--- src/regAluPkg.sv ---
package regAluPkg;

	// Datapath and board widths
	localparam int dataW = 16;     // Register and ALU width
	localparam int swW = 10;       // Slide switch word
	localparam int regAddrW = 4;   // Sixteen registers
	localparam int numRegs = 1 << regAddrW;
	localparam int flagW = 5;

	// Bit positions inside a flag word
	localparam int flagC = 0;  // Carry out of ADD or borrow of SUB
	localparam int flagL = 1;  // Unsigned dest below source
	localparam int flagF = 2;  // Signed overflow of ADD or SUB
	localparam int flagZ = 3;  // Result zero
	localparam int flagN = 4;  // Signed dest below source

	// Opcode as set on switch bits 3:0
	typedef enum logic [3:0] {
		ADD = 4'h0,
		SUB = 4'h1,   // Dest minus source
		AND = 4'h2,
		OR  = 4'h3,
		XOR = 4'h4,
		NOT = 4'h5,   // Inverts the source only
		LSH = 4'h6,   // Shift amount from source bits 3:0
		RSH = 4'h7,   // Logical, zero fill
		MOV = 4'h8,
		CMP = 4'h9    // Flags only
	} aluOp_t;        // Codes above CMP behave as MOV

	// Issue state of the capture stage
	typedef enum logic {
		IDLE,
		PENDING
	} captState_t;

	// Capture to fetch, 29 bits
	typedef struct packed {
		aluOp_t op;
		logic immSel;                 // Source comes from imm
		logic [regAddrW-1:0] rdest;
		logic [regAddrW-1:0] rsrc;
		logic [dataW-1:0] imm;        // Switch word in the upper bits
	} aluCmd_t;

	// Fetch to execute, 40 bits
	typedef struct packed {
		aluOp_t op;
		logic [regAddrW-1:0] rdest;
		logic [dataW-1:0] a;          // Destination value
		logic [dataW-1:0] b;          // Source value or immediate
	} exOperands_t;

	// Output word, 26 bits
	typedef struct packed {
		logic [regAddrW-1:0] rdest;
		logic [dataW-1:0] value;
		logic [flagW-1:0] flags;
		logic writeEn;                // Low for CMP
	} aluResult_t;

endpackage

--- src/aluExec.sv ---
module aluExec (
	input logic clk,
	input logic rstN,
	input logic opValid,
	input regAluPkg::exOperands_t ops,
	input logic resultReady,
	output logic opReady,
	output logic wrEn,
	output logic [regAluPkg::regAddrW-1:0] wrAddr,
	output logic [regAluPkg::dataW-1:0] wrData,
	output logic resultValid,
	output regAluPkg::aluResult_t result
);
	import regAluPkg::*;

	logic [dataW:0] sumExt;      // Extra bit holds carry
	logic [dataW:0] diffExt;     // Extra bit holds borrow
	logic [dataW-1:0] aluValue;
	logic [flagW-1:0] aluFlags;
	logic opTake;
	logic doWrite;

	assign sumExt = {1'b0, ops.a} + {1'b0, ops.b};
	assign diffExt = {1'b0, ops.a} - {1'b0, ops.b};

	// Result value
	always_comb begin
		case (ops.op)
			ADD: aluValue = sumExt[dataW-1:0];
			SUB: aluValue = diffExt[dataW-1:0];
			CMP: aluValue = diffExt[dataW-1:0];   // Only feeds flagZ
			AND: aluValue = ops.a & ops.b;
			OR: aluValue = ops.a | ops.b;
			XOR: aluValue = ops.a ^ ops.b;
			NOT: aluValue = ~ops.b;
			LSH: aluValue = ops.a << ops.b[3:0];
			RSH: aluValue = ops.a >> ops.b[3:0];
			default: aluValue = ops.b;            // MOV and spare codes
		endcase
	end

	// Flags for every op
	always_comb begin
		aluFlags = '0;
		case (ops.op)
			ADD: begin
				aluFlags[flagC] = sumExt[dataW];
				// Like signs in, other sign out
				aluFlags[flagF] = (ops.a[dataW-1] == ops.b[dataW-1]) &&
					(sumExt[dataW-1] != ops.a[dataW-1]);
			end
			SUB: begin
				aluFlags[flagC] = diffExt[dataW];
				aluFlags[flagF] = (ops.a[dataW-1] != ops.b[dataW-1]) &&
					(diffExt[dataW-1] != ops.a[dataW-1]);
			end
			default: ;   // No carry or overflow
		endcase
		aluFlags[flagL] = ops.a < ops.b;
		aluFlags[flagZ] = (aluValue == '0);
		aluFlags[flagN] = $signed(ops.a) < $signed(ops.b);
	end

	// Accept when output slot frees up this cycle
	assign opReady = !resultValid || resultReady;
	assign opTake = opValid && opReady;
	assign doWrite = (ops.op != CMP);

	// Write-back on the acceptance edge
	assign wrEn = opTake && doWrite;
	assign wrAddr = ops.rdest;
	assign wrData = aluValue;

	always_ff @(posedge clk or negedge rstN) begin
		if (!rstN) begin
			resultValid <= 1'b0;
		end else if (opTake) begin
			resultValid <= 1'b1;
		end else if (resultReady) begin
			resultValid <= 1'b0;
		end
	end

	// Held while the sink stalls
	always_ff @(posedge clk) begin
		if (opTake) begin
			result.rdest <= ops.rdest;
			result.value <= aluValue;
			result.flags <= aluFlags;
			result.writeEn <= doWrite;
		end
	end

endmodule

--- src/hexDisplay.sv ---
module hexDisplay (
	input logic clk,
	input logic rstN,
	input logic wrEn,
	input logic [regAluPkg::dataW-1:0] wrData,
	output logic [regAluPkg::dataW-1:0] shownValue,
	output logic [6:0] seg3,    // Most significant nibble
	output logic [6:0] seg2,
	output logic [6:0] seg1,
	output logic [6:0] seg0
);
	import regAluPkg::*;

	// Nibble to gfedcba, lit segment drives low
	function automatic logic [6:0] hexSeg(input logic [3:0] nib);
		case (nib)
			4'h0: hexSeg = ~7'b0111111;
			4'h1: hexSeg = ~7'b0000110;
			4'h2: hexSeg = ~7'b1011011;
			4'h3: hexSeg = ~7'b1001111;
			4'h4: hexSeg = ~7'b1100110;
			4'h5: hexSeg = ~7'b1101101;
			4'h6: hexSeg = ~7'b1111101;
			4'h7: hexSeg = ~7'b0000111;
			4'h8: hexSeg = ~7'b1111111;
			4'h9: hexSeg = ~7'b1100111;
			4'hA: hexSeg = ~7'b1110111;
			4'hB: hexSeg = ~7'b1111100;  // Lower case b
			4'hC: hexSeg = ~7'b1011000;  // Lower case c
			4'hD: hexSeg = ~7'b1011110;  // Lower case d
			4'hE: hexSeg = ~7'b1111001;
			default: hexSeg = ~7'b1110001;  // F
		endcase
	endfunction

	// Last value written to the register file
	always_ff @(posedge clk or negedge rstN) begin
		if (!rstN) shownValue <= '0;
		else if (wrEn) shownValue <= wrData;   // CMP leaves it alone
	end

	assign seg3 = hexSeg(shownValue[dataW-1 -: 4]);
	assign seg2 = hexSeg(shownValue[11:8]);
	assign seg1 = hexSeg(shownValue[7:4]);
	assign seg0 = hexSeg(shownValue[3:0]);

endmodule

--- src/operandFetch.sv ---
module operandFetch (
	input logic clk,
	input logic rstN,
	input logic cmdValid,
	input regAluPkg::aluCmd_t cmd,
	input logic opReady,
	input logic [regAluPkg::dataW-1:0] rdDataA,
	input logic [regAluPkg::dataW-1:0] rdDataB,
	input logic wrEn,                                // Write port of execute
	input logic [regAluPkg::regAddrW-1:0] wrAddr,
	input logic [regAluPkg::dataW-1:0] wrData,
	output logic cmdReady,
	output logic [regAluPkg::regAddrW-1:0] rdAddrA,
	output logic [regAluPkg::regAddrW-1:0] rdAddrB,
	output logic opValid,
	output regAluPkg::exOperands_t ops
);
	import regAluPkg::*;

	logic [dataW-1:0] destVal;
	logic [dataW-1:0] srcVal;
	logic cmdTake;

	// Register addresses come straight from the pending command
	assign rdAddrA = cmd.rdest;
	assign rdAddrB = cmd.rsrc;

	// Bypass of the write that lands on this edge
	always_comb begin
		destVal = rdDataA;
		srcVal = rdDataB;
		if (wrEn && (wrAddr == cmd.rdest)) destVal = wrData;
		if (wrEn && (wrAddr == cmd.rsrc)) srcVal = wrData;
	end

	// Free when empty or when execute drains us this cycle
	assign cmdReady = !opValid || opReady;
	assign cmdTake = cmdValid && cmdReady;

	always_ff @(posedge clk or negedge rstN) begin
		if (!rstN) begin
			opValid <= 1'b0;
		end else if (cmdTake) begin
			opValid <= 1'b1;
		end else if (opReady) begin
			opValid <= 1'b0;     // Word taken, nothing new
		end
	end

	// Operand word
	always_ff @(posedge clk) begin
		if (cmdTake) begin
			ops.op <= cmd.op;
			ops.rdest <= cmd.rdest;
			ops.a <= destVal;
			ops.b <= cmd.immSel ? cmd.imm : srcVal;  // Immediate replaces source
		end
	end

endmodule

--- src/regAluTop.sv ---
module regAluTop (
	input logic clk,
	input logic rstN,
	input logic [regAluPkg::swW-1:0] dataIn,
	input logic ldReg,
	input logic ldSetup,
	input logic ldImm,
	input logic ldInst,
	input logic resultReady,
	output logic resultValid,
	output regAluPkg::aluResult_t result,
	output logic [6:0] seg3,
	output logic [6:0] seg2,
	output logic [6:0] seg1,
	output logic [6:0] seg0
);
	import regAluPkg::*;

	// Capture to fetch
	logic cmdValid;
	logic cmdReady;
	aluCmd_t cmd;
	// Fetch to execute
	logic opValid;
	logic opReady;
	exOperands_t ops;
	// Register file ports
	logic [regAddrW-1:0] rdAddrA;
	logic [regAddrW-1:0] rdAddrB;
	logic [dataW-1:0] rdDataA;
	logic [dataW-1:0] rdDataB;
	logic wrEn;
	logic [regAddrW-1:0] wrAddr;
	logic [dataW-1:0] wrData;

	switchCapture capture (
		.clk(clk),
		.rstN(rstN),
		.dataIn(dataIn),
		.ldReg(ldReg),
		.ldSetup(ldSetup),
		.ldImm(ldImm),
		.ldInst(ldInst),
		.cmdReady(cmdReady),
		.cmdValid(cmdValid),
		.cmd(cmd)
	);

	operandFetch fetch (
		.clk(clk),
		.rstN(rstN),
		.cmdValid(cmdValid),
		.cmd(cmd),
		.opReady(opReady),
		.rdDataA(rdDataA),
		.rdDataB(rdDataB),
		.wrEn(wrEn),         // Bypass taps the write port
		.wrAddr(wrAddr),
		.wrData(wrData),
		.cmdReady(cmdReady),
		.rdAddrA(rdAddrA),
		.rdAddrB(rdAddrB),
		.opValid(opValid),
		.ops(ops)
	);

	regFile rf (
		.clk(clk),
		.rstN(rstN),
		.rdAddrA(rdAddrA),
		.rdAddrB(rdAddrB),
		.wrEn(wrEn),
		.wrAddr(wrAddr),
		.wrData(wrData),
		.rdDataA(rdDataA),
		.rdDataB(rdDataB)
	);

	aluExec exec (
		.clk(clk),
		.rstN(rstN),
		.opValid(opValid),
		.ops(ops),
		.resultReady(resultReady),
		.opReady(opReady),
		.wrEn(wrEn),
		.wrAddr(wrAddr),
		.wrData(wrData),
		.resultValid(resultValid),
		.result(result)
	);

	// Shown value is for probing only
	hexDisplay display (
		.clk(clk),
		.rstN(rstN),
		.wrEn(wrEn),
		.wrData(wrData),
		.shownValue(),
		.seg3(seg3),
		.seg2(seg2),
		.seg1(seg1),
		.seg0(seg0)
	);

endmodule

--- src/regFile.sv ---
module regFile (
	input logic clk,
	input logic rstN,
	input logic [regAluPkg::regAddrW-1:0] rdAddrA,
	input logic [regAluPkg::regAddrW-1:0] rdAddrB,
	input logic wrEn,
	input logic [regAluPkg::regAddrW-1:0] wrAddr,
	input logic [regAluPkg::dataW-1:0] wrData,
	output logic [regAluPkg::dataW-1:0] rdDataA,
	output logic [regAluPkg::dataW-1:0] rdDataB
);
	import regAluPkg::*;

	logic [dataW-1:0] regs [numRegs];

	// Synchronous write
	// Contents start from zero after reset
	always_ff @(posedge clk or negedge rstN) begin
		if (!rstN) begin
			for (int i = 0; i < numRegs; i++) begin
				regs[i] <= '0;
			end
		end else if (wrEn) begin
			regs[wrAddr] <= wrData;
		end
	end

	// Asynchronous reads
	// Same-cycle write is not seen here, fetch forwards it
	assign rdDataA = regs[rdAddrA];
	assign rdDataB = regs[rdAddrB];

endmodule

--- src/switchCapture.sv ---
module switchCapture (
	input logic clk,
	input logic rstN,
	input logic [regAluPkg::swW-1:0] dataIn,
	input logic ldReg,     // Buttons are active low
	input logic ldSetup,
	input logic ldImm,
	input logic ldInst,
	input logic cmdReady,
	output logic cmdValid,
	output regAluPkg::aluCmd_t cmd
);
	import regAluPkg::*;

	// Button vectors ordered {inst, imm, setup, reg}
	logic [3:0] btnMeta;
	logic [3:0] btnSync;
	logic [3:0] btnPrev;
	logic [3:0] btnFall;
	aluCmd_t fields;       // Working copy, updated at any time
	captState_t state;

	// Two-flop synchronizer plus one stage of history
	always_ff @(posedge clk or negedge rstN) begin
		if (!rstN) begin
			btnMeta <= '1;     // Released buttons read high
			btnSync <= '1;
			btnPrev <= '1;
		end else begin
			btnMeta <= {ldInst, ldImm, ldSetup, ldReg};
			btnSync <= btnMeta;
			btnPrev <= btnSync;
		end
	end

	// One-cycle pulse per press
	assign btnFall = btnPrev & ~btnSync;

	// Field latches driven by the load buttons
	always_ff @(posedge clk or negedge rstN) begin
		if (!rstN) begin
			fields <= '0;
		end else begin
			if (btnFall[0]) begin             // ldReg
				fields.rdest <= dataIn[9:6];
				fields.rsrc <= dataIn[3:0];
			end
			if (btnFall[1]) begin             // ldSetup
				fields.op <= aluOp_t'(dataIn[3:0]);
				fields.immSel <= dataIn[4];
			end
			if (btnFall[2]) begin             // ldImm, upper aligned
				fields.imm <= {dataIn, {(dataW - swW){1'b0}}};
			end
		end
	end

	// Issue FSM
	// Snapshot keeps cmd stable while it waits for the fetch stage
	always_ff @(posedge clk or negedge rstN) begin
		if (!rstN) begin
			state <= IDLE;
			cmd <= '0;
		end else begin
			case (state)
				IDLE: begin
					if (btnFall[3]) begin
						cmd <= fields;
						state <= PENDING;
					end
				end
				PENDING: begin
					if (cmdReady) state <= IDLE;  // Press here is dropped
				end
				default: state <= IDLE;
			endcase
		end
	end

	assign cmdValid = (state == PENDING);

endmodule
--- config.mk ---
export PLATFORM = sky130hd
export DESIGN_NAME = regAluTop
export DESIGN_NICKNAME = d
export VERILOG_FILES = /design/src/regAluPkg.sv /design/src/aluExec.sv /design/src/hexDisplay.sv /design/src/operandFetch.sv /design/src/regAluTop.sv /design/src/regFile.sv /design/src/switchCapture.sv
export SDC_FILE = /design/constraint.sdc
export NUM_CORES = 1
export LEC_CHECK = 0
export ABC_AREA = 1
export BUFFER_PORTS_ARGS = -buffer_cell sky130_fd_sc_hd__buf_4
export CORE_AREA = 2 2 224 226
export DETAILED_ROUTE_END_ITERATION = 12
export DIE_AREA = 0 0 226 228
export MAX_ROUTING_LAYER = met4
export PLACE_DENSITY_LB_ADDON = 0.08
export SYNTH_ARGS = -nofsm -noshare
export SYNTH_HDL_FRONTEND = slang
export SYNTH_SLANG_ARGS = --single-unit
--- constraint.sdc ---
create_clock -name clk -period 9.63 [get_ports clk]
set_input_delay 0.963 -clock clk [delete_from_list [all_inputs] [get_ports clk]]
set_output_delay 0.963 -clock clk [all_outputs]
set_load 0.01 [all_outputs]
==> results of run 1 <==
-- cell usage after synthesis (5+ instances only) --
| library cell | number | area (um^2) |
|---|---|---|
| o21ai_1 | 25 | 125 |
| edfxtp_1 | 66 | 1980 |
| clkbuf_2 | 5 | 25.0 |
| buf_4 | 8 | 60.1 |
| clkinv_1 | 6 | 22.5 |
| clkbuf_1 | 175 | 657 |
| xor2_1 | 5 | 43.8 |
| inv_1 | 312 | 1170 |
| nand4_1 | 16 | 100 |
| buf_1 | 7 | 26.3 |
| buf_2 | 34 | 170 |
| o211ai_1 | 78 | 586 |
| dfrtp_1 | 321 | 8030 |
| a21oi_1 | 232 | 1160 |
| nor2_1 | 181 | 679 |
| nand3_1 | 309 | 1550 |
| o21ai_0 | 578 | 2890 |
| inv_2 | 13 | 48.8 |
| o22ai_1 | 18 | 113 |
| nand3b_1 | 6 | 45.0 |
| mux2_2 | 11 | 124 |
| a31oi_1 | 7 | 43.8 |
| nand2_1 | 761 | 2860 |
| o221ai_1 | 10 | 87.6 |
| and2_1 | 8 | 50.1 |
| dfstp_2 | 12 | 315 |
| ha_1 | 70 | 876 |
| nor3_1 | 11 | 55.1 |
| buf_6 | 9 | 101 |
-- layout make-up --
| cell class | count | share of cell area [%] |
|---|---|---|
| multi-input combinational | 2359 | 44.1 |
| sequential | 399 | 38.9 |
| clock buffer | 71 | 5.24 |
| inverter | 332 | 4.69 |
| timing repair buffer | 120 | 3.41 |
| tap | 672 | 3.16 |
| clock inverter | 13 | 0.550 |
| antenna | 2 | 0.0188 |
-- through the flow --
step,setup WS (ns),instances,cell area (um^2)
after global routing,4.93,3967,26600
after CTS,5.37,3966,26600
after global placement,5.02,3882,25100
after floorplan,5.87,3328,24300
final,5.30,3968,26600
after detailed placement,4.78,3882,25100
-- flip-flops by register name, indices dropped and copies added, names as in the netlist, 4 cells and up --
register	count
rf.regs	256
fetch.ops	40
exec.result	26
capture.cmd	23
capture.fields	23
display.shownValue	16
capture.btnMeta	4
capture.btnPrev	4
capture.btnSync	4
-- power by group through the flow --
| stage | clock network [W] | logic [W] | registers (W) |
|---|---|---|---|
| finish | 0.00178 | 0.00245 | 0.00256 |
| global route | 0.00187 | 0.00274 | 0.00261 |
| detailed placement | 0 | 0.00241 | 0.00257 |
| CTS | 0.00180 | 0.00241 | 0.00255 |
| floorplan | 0 | 0.00168 | 0.00241 |
| global placement | 0 | 0.00235 | 0.00256 |
-- final timing paths --
| check | endpoint | depth (start not counted) |
|---|---|---|
| max in group asynchronous | capture.cmd[17] | 2 |
| worst min register to register | capture.btnSync[1] | 0 |
| worst min-delay path | capture.btnSync[1] | 0 |
| worst max register to register | fetch.ops[9] | 9 |
| min in group asynchronous | rf.regs[126] | 1 |
| worst max-delay path | fetch.ops[9] | 11 |
-- per-layer routing --
layer	track usage [%]	up-vias	share of wire, %
met4	12.8	0	3.7
li1	-	10954	-
met1	47.9	11184	43
met3	5.22	222	8.0
met2	52.6	1146	45
met5	-	-	0
-- cells in the final DEF (no fill, tap or decap), types with 16 or more instances in the layout --
cell / count
edfxtp_1: 66
nand3_1: 309
a21oi_1: 231
o21ai_1: 25
o21ai_0: 578
inv_1: 311
o211ai_1: 78
buf_4: 119
o22ai_1: 18
nand4_1: 16
nand2_1: 761
dfrtp_1: 317
ha_1: 70
clkbuf_16: 46
nor2_1: 177
-- cells by family (layout without fill, tap and decap cells) --
kind of cell / after synthesis / after routing / synth area share (%)
AND/OR/NAND/NOR: 1308 / 1308 / 22.6
AO/OA/AOI/OAI: 960 / 960 / 21.0
buffers and inverters: 570 / 536 / 9.41
flip-flops: 399 / 399 / 42.5
adder cells (fa/ha/maj): 72 / 72 / 3.77
multiplexers: 11 / 11 / 0.509
XOR/XNOR: 8 / 8 / 0.288
other: 0 / 2 / 0
==> flow_summary.json, run 1 <==
{
  "status": "finished clean",
  "p_per_area_nw_per_um2": 255,
  "drive_gt1_share_pct": 7.71,
  "clock_power_share_pct": 26.2,
  "firstDrtPassIters": 6,
  "synth_cell_types": 47,
  "grt.overflow.total": 0,
  "vias": 23506,
  "syn_area_per_cell_um2": 7.31,
  "mappedNetlistArea_um2": 24300,
  "hp-start": "capture.btnMeta[1]",
  "synth_edf_count": 66,
  "worst-slew-pin-transition_ns": 1.22,
  "num_io_pins": 72,
  "pwr-share-comb_pct": 36.1,
  "cts-htree-levels": 2,
  "root_buffer": "clkbuf_16",
  "die_area_um2": 51500,
  "postRouteAntennaNets": 0,
  "wl_per_cell_um": 21.9,
  "hold_violations": 0,
  "grt_max_degree": 109,
  "area_delta_synth_final_pct": 9.43,
  "switching_share_pct": 40.4,
  "slew_headroom_pct": 18.5,
  "setup.worst_path.class": "primary input to flip-flop",
  "viasPerCell": 5.92,
  "crit_fanout": 32,
  "finalNetCount": 3346,
  "crit_top_cell": "nand2_1",
  "fin_util_pct": 53.9,
  "ir_drop_v": 0.000184,
  "clock_path_buffers": 3,
  "wl_um": 87000,
  "async_flop_share_pct": 83.5,
  "crit_slowest_cell": "nand3_1",
  "synth_cells": 3328,
  "grt_pass1_wl_um": 133000,
  "drcViolationCount": 0,
  "core-area_um2": 49300,
  "synth.yosys.seq_area_share_pct": 42.5,
  "total_leakage_power_nw": 12.3,
  "path_buf_inv": 5,
  "synthFlopType": "dfrtp_1",
  "fmax_ghz": 0.231,
  "place_congestion": 0.963,
  "cp_top_family": "simple AND/OR/NAND/NOR gates",
  "io_buffers": 71,
  "tns_ns": 0,
  "path_clk_slew_ns": 0.06,
  "cts_resized": 0,
  "whs_ns": 0.357,
  "worstPathCellList": "buf_4 -> inv_1 -> a21oi_4 -> buf_4 -> nand2_1 -> inv_2 -> nand3_1 -> inv_1 -> nand2_1 -> nand3_1 -> nand2_1",
  "power.total_w": 0.00679,
  "cts_buffers": 45,
  "hpwlAfterDp_um": 56400,
  "seq_area_um2": 10300,
  "rsz0062_at_grt": "no",
  "p_seq_share_pct": 37.7,
  "hold_buffers": 0,
  "r2r_start": "exec.resultValid",
  "report.final.slew_viol_count": 0,
  "cp-startpoint": "resultReady",
  "finalClockSkew_ns": 0.0296,
  "insertion_delay_ns": 0.59,
  "grt_pass1_vias": 22289,
  "hold_path_class": "flip-flop to flip-flop",
  "fillers": 4695,
  "required_ns": 9.95,
  "cts_tree": "done",
  "reg2reg_slack_ns": 5.36,
  "globalRouteTotalUtil_pct": 34.9,
  "max_cap_viol_count": 0,
  "synth_seq_cells": 399,
  "yosys_warnings": 0,
  "initial_core_util_pct": 49.3,
  "start_kind": "primary input",
  "dieWidth_um": 226,
  "finalSetupViolCount": 0,
  "end_kind": "flip-flop",
  "die_h_um": 228,
  "p_int_w": 0.00404,
  "multi_input_area_um2": 11700,
  "cts_setup_buffers": 0,
  "min_period_over_period_pct": 45.0,
  "max_stage_delay_ns": 0.87,
  "num_rows": 82,
  "first_iter_violations": 3033,
  "cp.arrival_ns": 4.66,
  "min_period_ns": 4.33,
  "p_sw_w": 0.00275,
  "clock-sinks": 399,
  "synth_fp_nets": 3417,
  "antenna_found_initial": 2
}
No activity file was read; power rests on OpenSTA's default activity.
==> inputs of run 2 (changes only) <==
==> constraint.sdc (replaced) <==
create_clock -name clk -period 4 [get_ports clk]
set_input_delay 0.4 -clock clk [delete_from_list [all_inputs] [get_ports clk]]
set_output_delay 0.4 -clock clk [all_outputs]
set_load 0.01 [all_outputs]
==> run 2 against run 1 <==
Compared with the run above: first-iteration DRC count grew 2.6%; setup slack lost 4.7 ns; combinational power grew 150%; sequential cell count is the same; non-clock buffer count grew 26; via count grew 0.12%; clock-buffer cell count grew 1; register-to-register slack lost 4.7 ns; hold slack lost 0.29 ns; critical path depth is the same; clock power grew 140%.
==> flow_summary.json, run 2 (synthesis gave the netlist of run 1 again) <==
{
  "initial_core_util_pct": 49.3,
  "whs_ns": 0.0698,
  "cts-htree-levels": 2,
  "die_h_um": 228,
  "worst-slew-pin-transition_ns": 1.20,
  "dieWidth_um": 226,
  "cts_setup_buffers": 0,
  "area_delta_synth_final_pct": 10.6,
  "die_area_um2": 51500,
  "grt.overflow.total": 0,
  "tns_ns": 0,
  "fmax_ghz": 0.297,
  "finalClockSkew_ns": 0.0160,
  "ir_drop_v": 0.000398,
  "max_cap_viol_count": 0,
  "place_congestion": 0.930,
  "clock_path_buffers": 3,
  "power.total_w": 0.0164,
  "fin_util_pct": 54.5,
  "report.final.slew_viol_count": 0,
  "finalSetupViolCount": 0,
  "fillers": 4745,
  "insertion_delay_ns": 0.60,
  "first_iter_violations": 3111,
  "drive_gt1_share_pct": 8.16,
  "postRouteAntennaNets": 0,
  "wl_um": 88300,
  "antenna_cells": 0,
  "core-area_um2": 49300,
  "grt_max_degree": 118,
  "start_kind": "flip-flop",
  "cp.arrival_ns": 3.81,
  "root_buffer": "clkbuf_16",
  "hold_path_class": "primary input to flip-flop",
  "antenna_found_initial": 1,
  "required_ns": 4.44,
  "num_rows": 82,
  "num_io_pins": 72,
  "status": "finished clean",
  "firstDrtPassIters": 6,
  "hpwlAfterDp_um": 57900,
  "vias": 23535,
  "crit_fanout": 20,
  "io_buffers": 71,
  "final_cell_mix": "nand2_1, o21ai_0, dfrtp_1, inv_1, nand3_1",
  "largest_register": "rf.regs",
  "min_period_over_period_pct": 84.3,
  "total_leakage_power_nw": 12.4,
  "cts_tree": "done",
  "cts_buffers": 46,
  "globalRouteTotalUtil_pct": 35.3,
  "worstPathCellList": "buf_4 -> inv_2 -> ha_1 -> o21ai_0 -> nor2_1 -> nor2_1 -> nand2_1 -> nand3b_1 -> nor2_2 -> buf_4 -> o21ai_0",
  "setup.worst_path.class": "flip-flop to flip-flop",
  "rsz0062_at_grt": "no",
  "end_kind": "flip-flop",
  "min_period_ns": 3.37,
  "mostFrequentLayoutCell": "nand2_1",
  "hold_violations": 0,
  "max_stage_delay_ns": 0.55,
  "viasPerCell": 5.90,
  "cts_resized": 0,
  "largest_register_ffs": 256,
  "drcViolationCount": 0,
  "crit_slowest_cell": "nor2_2",
  "slew_headroom_pct": 19.6,
  "dpl.cell_count": 3903,
  "p_per_area_nw_per_um2": 610,
  "path_clk_slew_ns": 0.06,
  "grt_pass1_wl_um": 134000,
  "grt_pass1_vias": 21870,
  "finalNetCount": 3373,
  "fin_cells": 3992,
  "wl_per_cell_um": 22.1,
  "hold_buffers": 5,
  "reg.largest.list": "rf.regs: 256 flops, fetch.ops: 40 flops, exec.result: 26 flops",
  "clock-sinks": 399
}
run 2: cell types whose count changed in the layout (fill, tap and decap cells not counted):
cell / before / now
buf_4: 119 / 132
buf_12: 0 / 8
clkbuf_8: 15 / 9
dlygate4sd3_1: 0 / 5
clkbuf_1: 10 / 14
clkbuf_16: 46 / 49
diode_2: 2 / 0
bufinv_16: 2 / 1
clkinv_2: 4 / 5
clkinv_4: 2 / 1
inv_4: 1 / 2
inv_6: 2 / 1
run 2: worst paths after layout:
check	from	endpoint	slack (ns)	depth (start not counted)
min in group asynchronous	rstN	rf.regs[11]	0.44	2
worst min register to register	capture.btnMeta[3]	capture.btnSync[3]	0.36	0
max in group asynchronous	rstN	rf.regs[151]	2.40	3
worst min-delay path	dataIn[5]	capture.fields[11]	0.07	3
worst max-delay path	fetch.ops[0]	rf.regs[138]	0.63	11
worst max register to register	fetch.ops[0]	rf.regs[138]	0.63	11
run 2: power breakdown:
part	total, W	internal [W]	switching [W]	leakage (nW)
combinational	0.00603	0.00202	0.00401	6.78
sequential	0.00614	0.00524	0.000895	4.90
clock	0.00423	0.00248	0.00175	0.743
total	0.0164	0.00974	0.00666	12.4
run 2: per-layer routing:
metal | part of all wire, % | routed length [um] | vias up | GRT usage (%)
met5 | 0 | 0 | - | -
met4 | 3.5 | 3120 | 0 | 12.3
met3 | 8.6 | 7590 | 189 | 4.51
met2 | 44 | 39100 | 1110 | 51.9
met1 | 44 | 38500 | 11243 | 50.2
li1 | - | - | 10993 | -
run 2: layout make-up:
class | instances | area, um^2 | area share [%]
clock inverter | 12 | 110 | 0.410
timing repair buffer | 146 | 1220 | 4.52
tap | 672 | 841 | 3.13
sequential | 399 | 10300 | 38.5
inverter | 332 | 1250 | 4.64
multi-input combinational | 2359 | 11700 | 43.6
clock buffer | 72 | 1400 | 5.22
run 2: critical path, delay by kind of cell (launching register included):
family	cells	cell delay (ns)
simple gates	5	1.12
compound gates	2	0.51
buf+inv	3	0.88
flops	1	0.41
fa+ha+maj	1	0.28
run 2: per-stage QoR:
stage | cell area [um^2] | setup WS, ns
floorplan | 24300 | 0.782
global placement | 25300 | 0.650
detailed placement | 25300 | 0.698
CTS | 26900 | 0.684
global route | 26900 | 0.389
finish | 26900 | 0.630
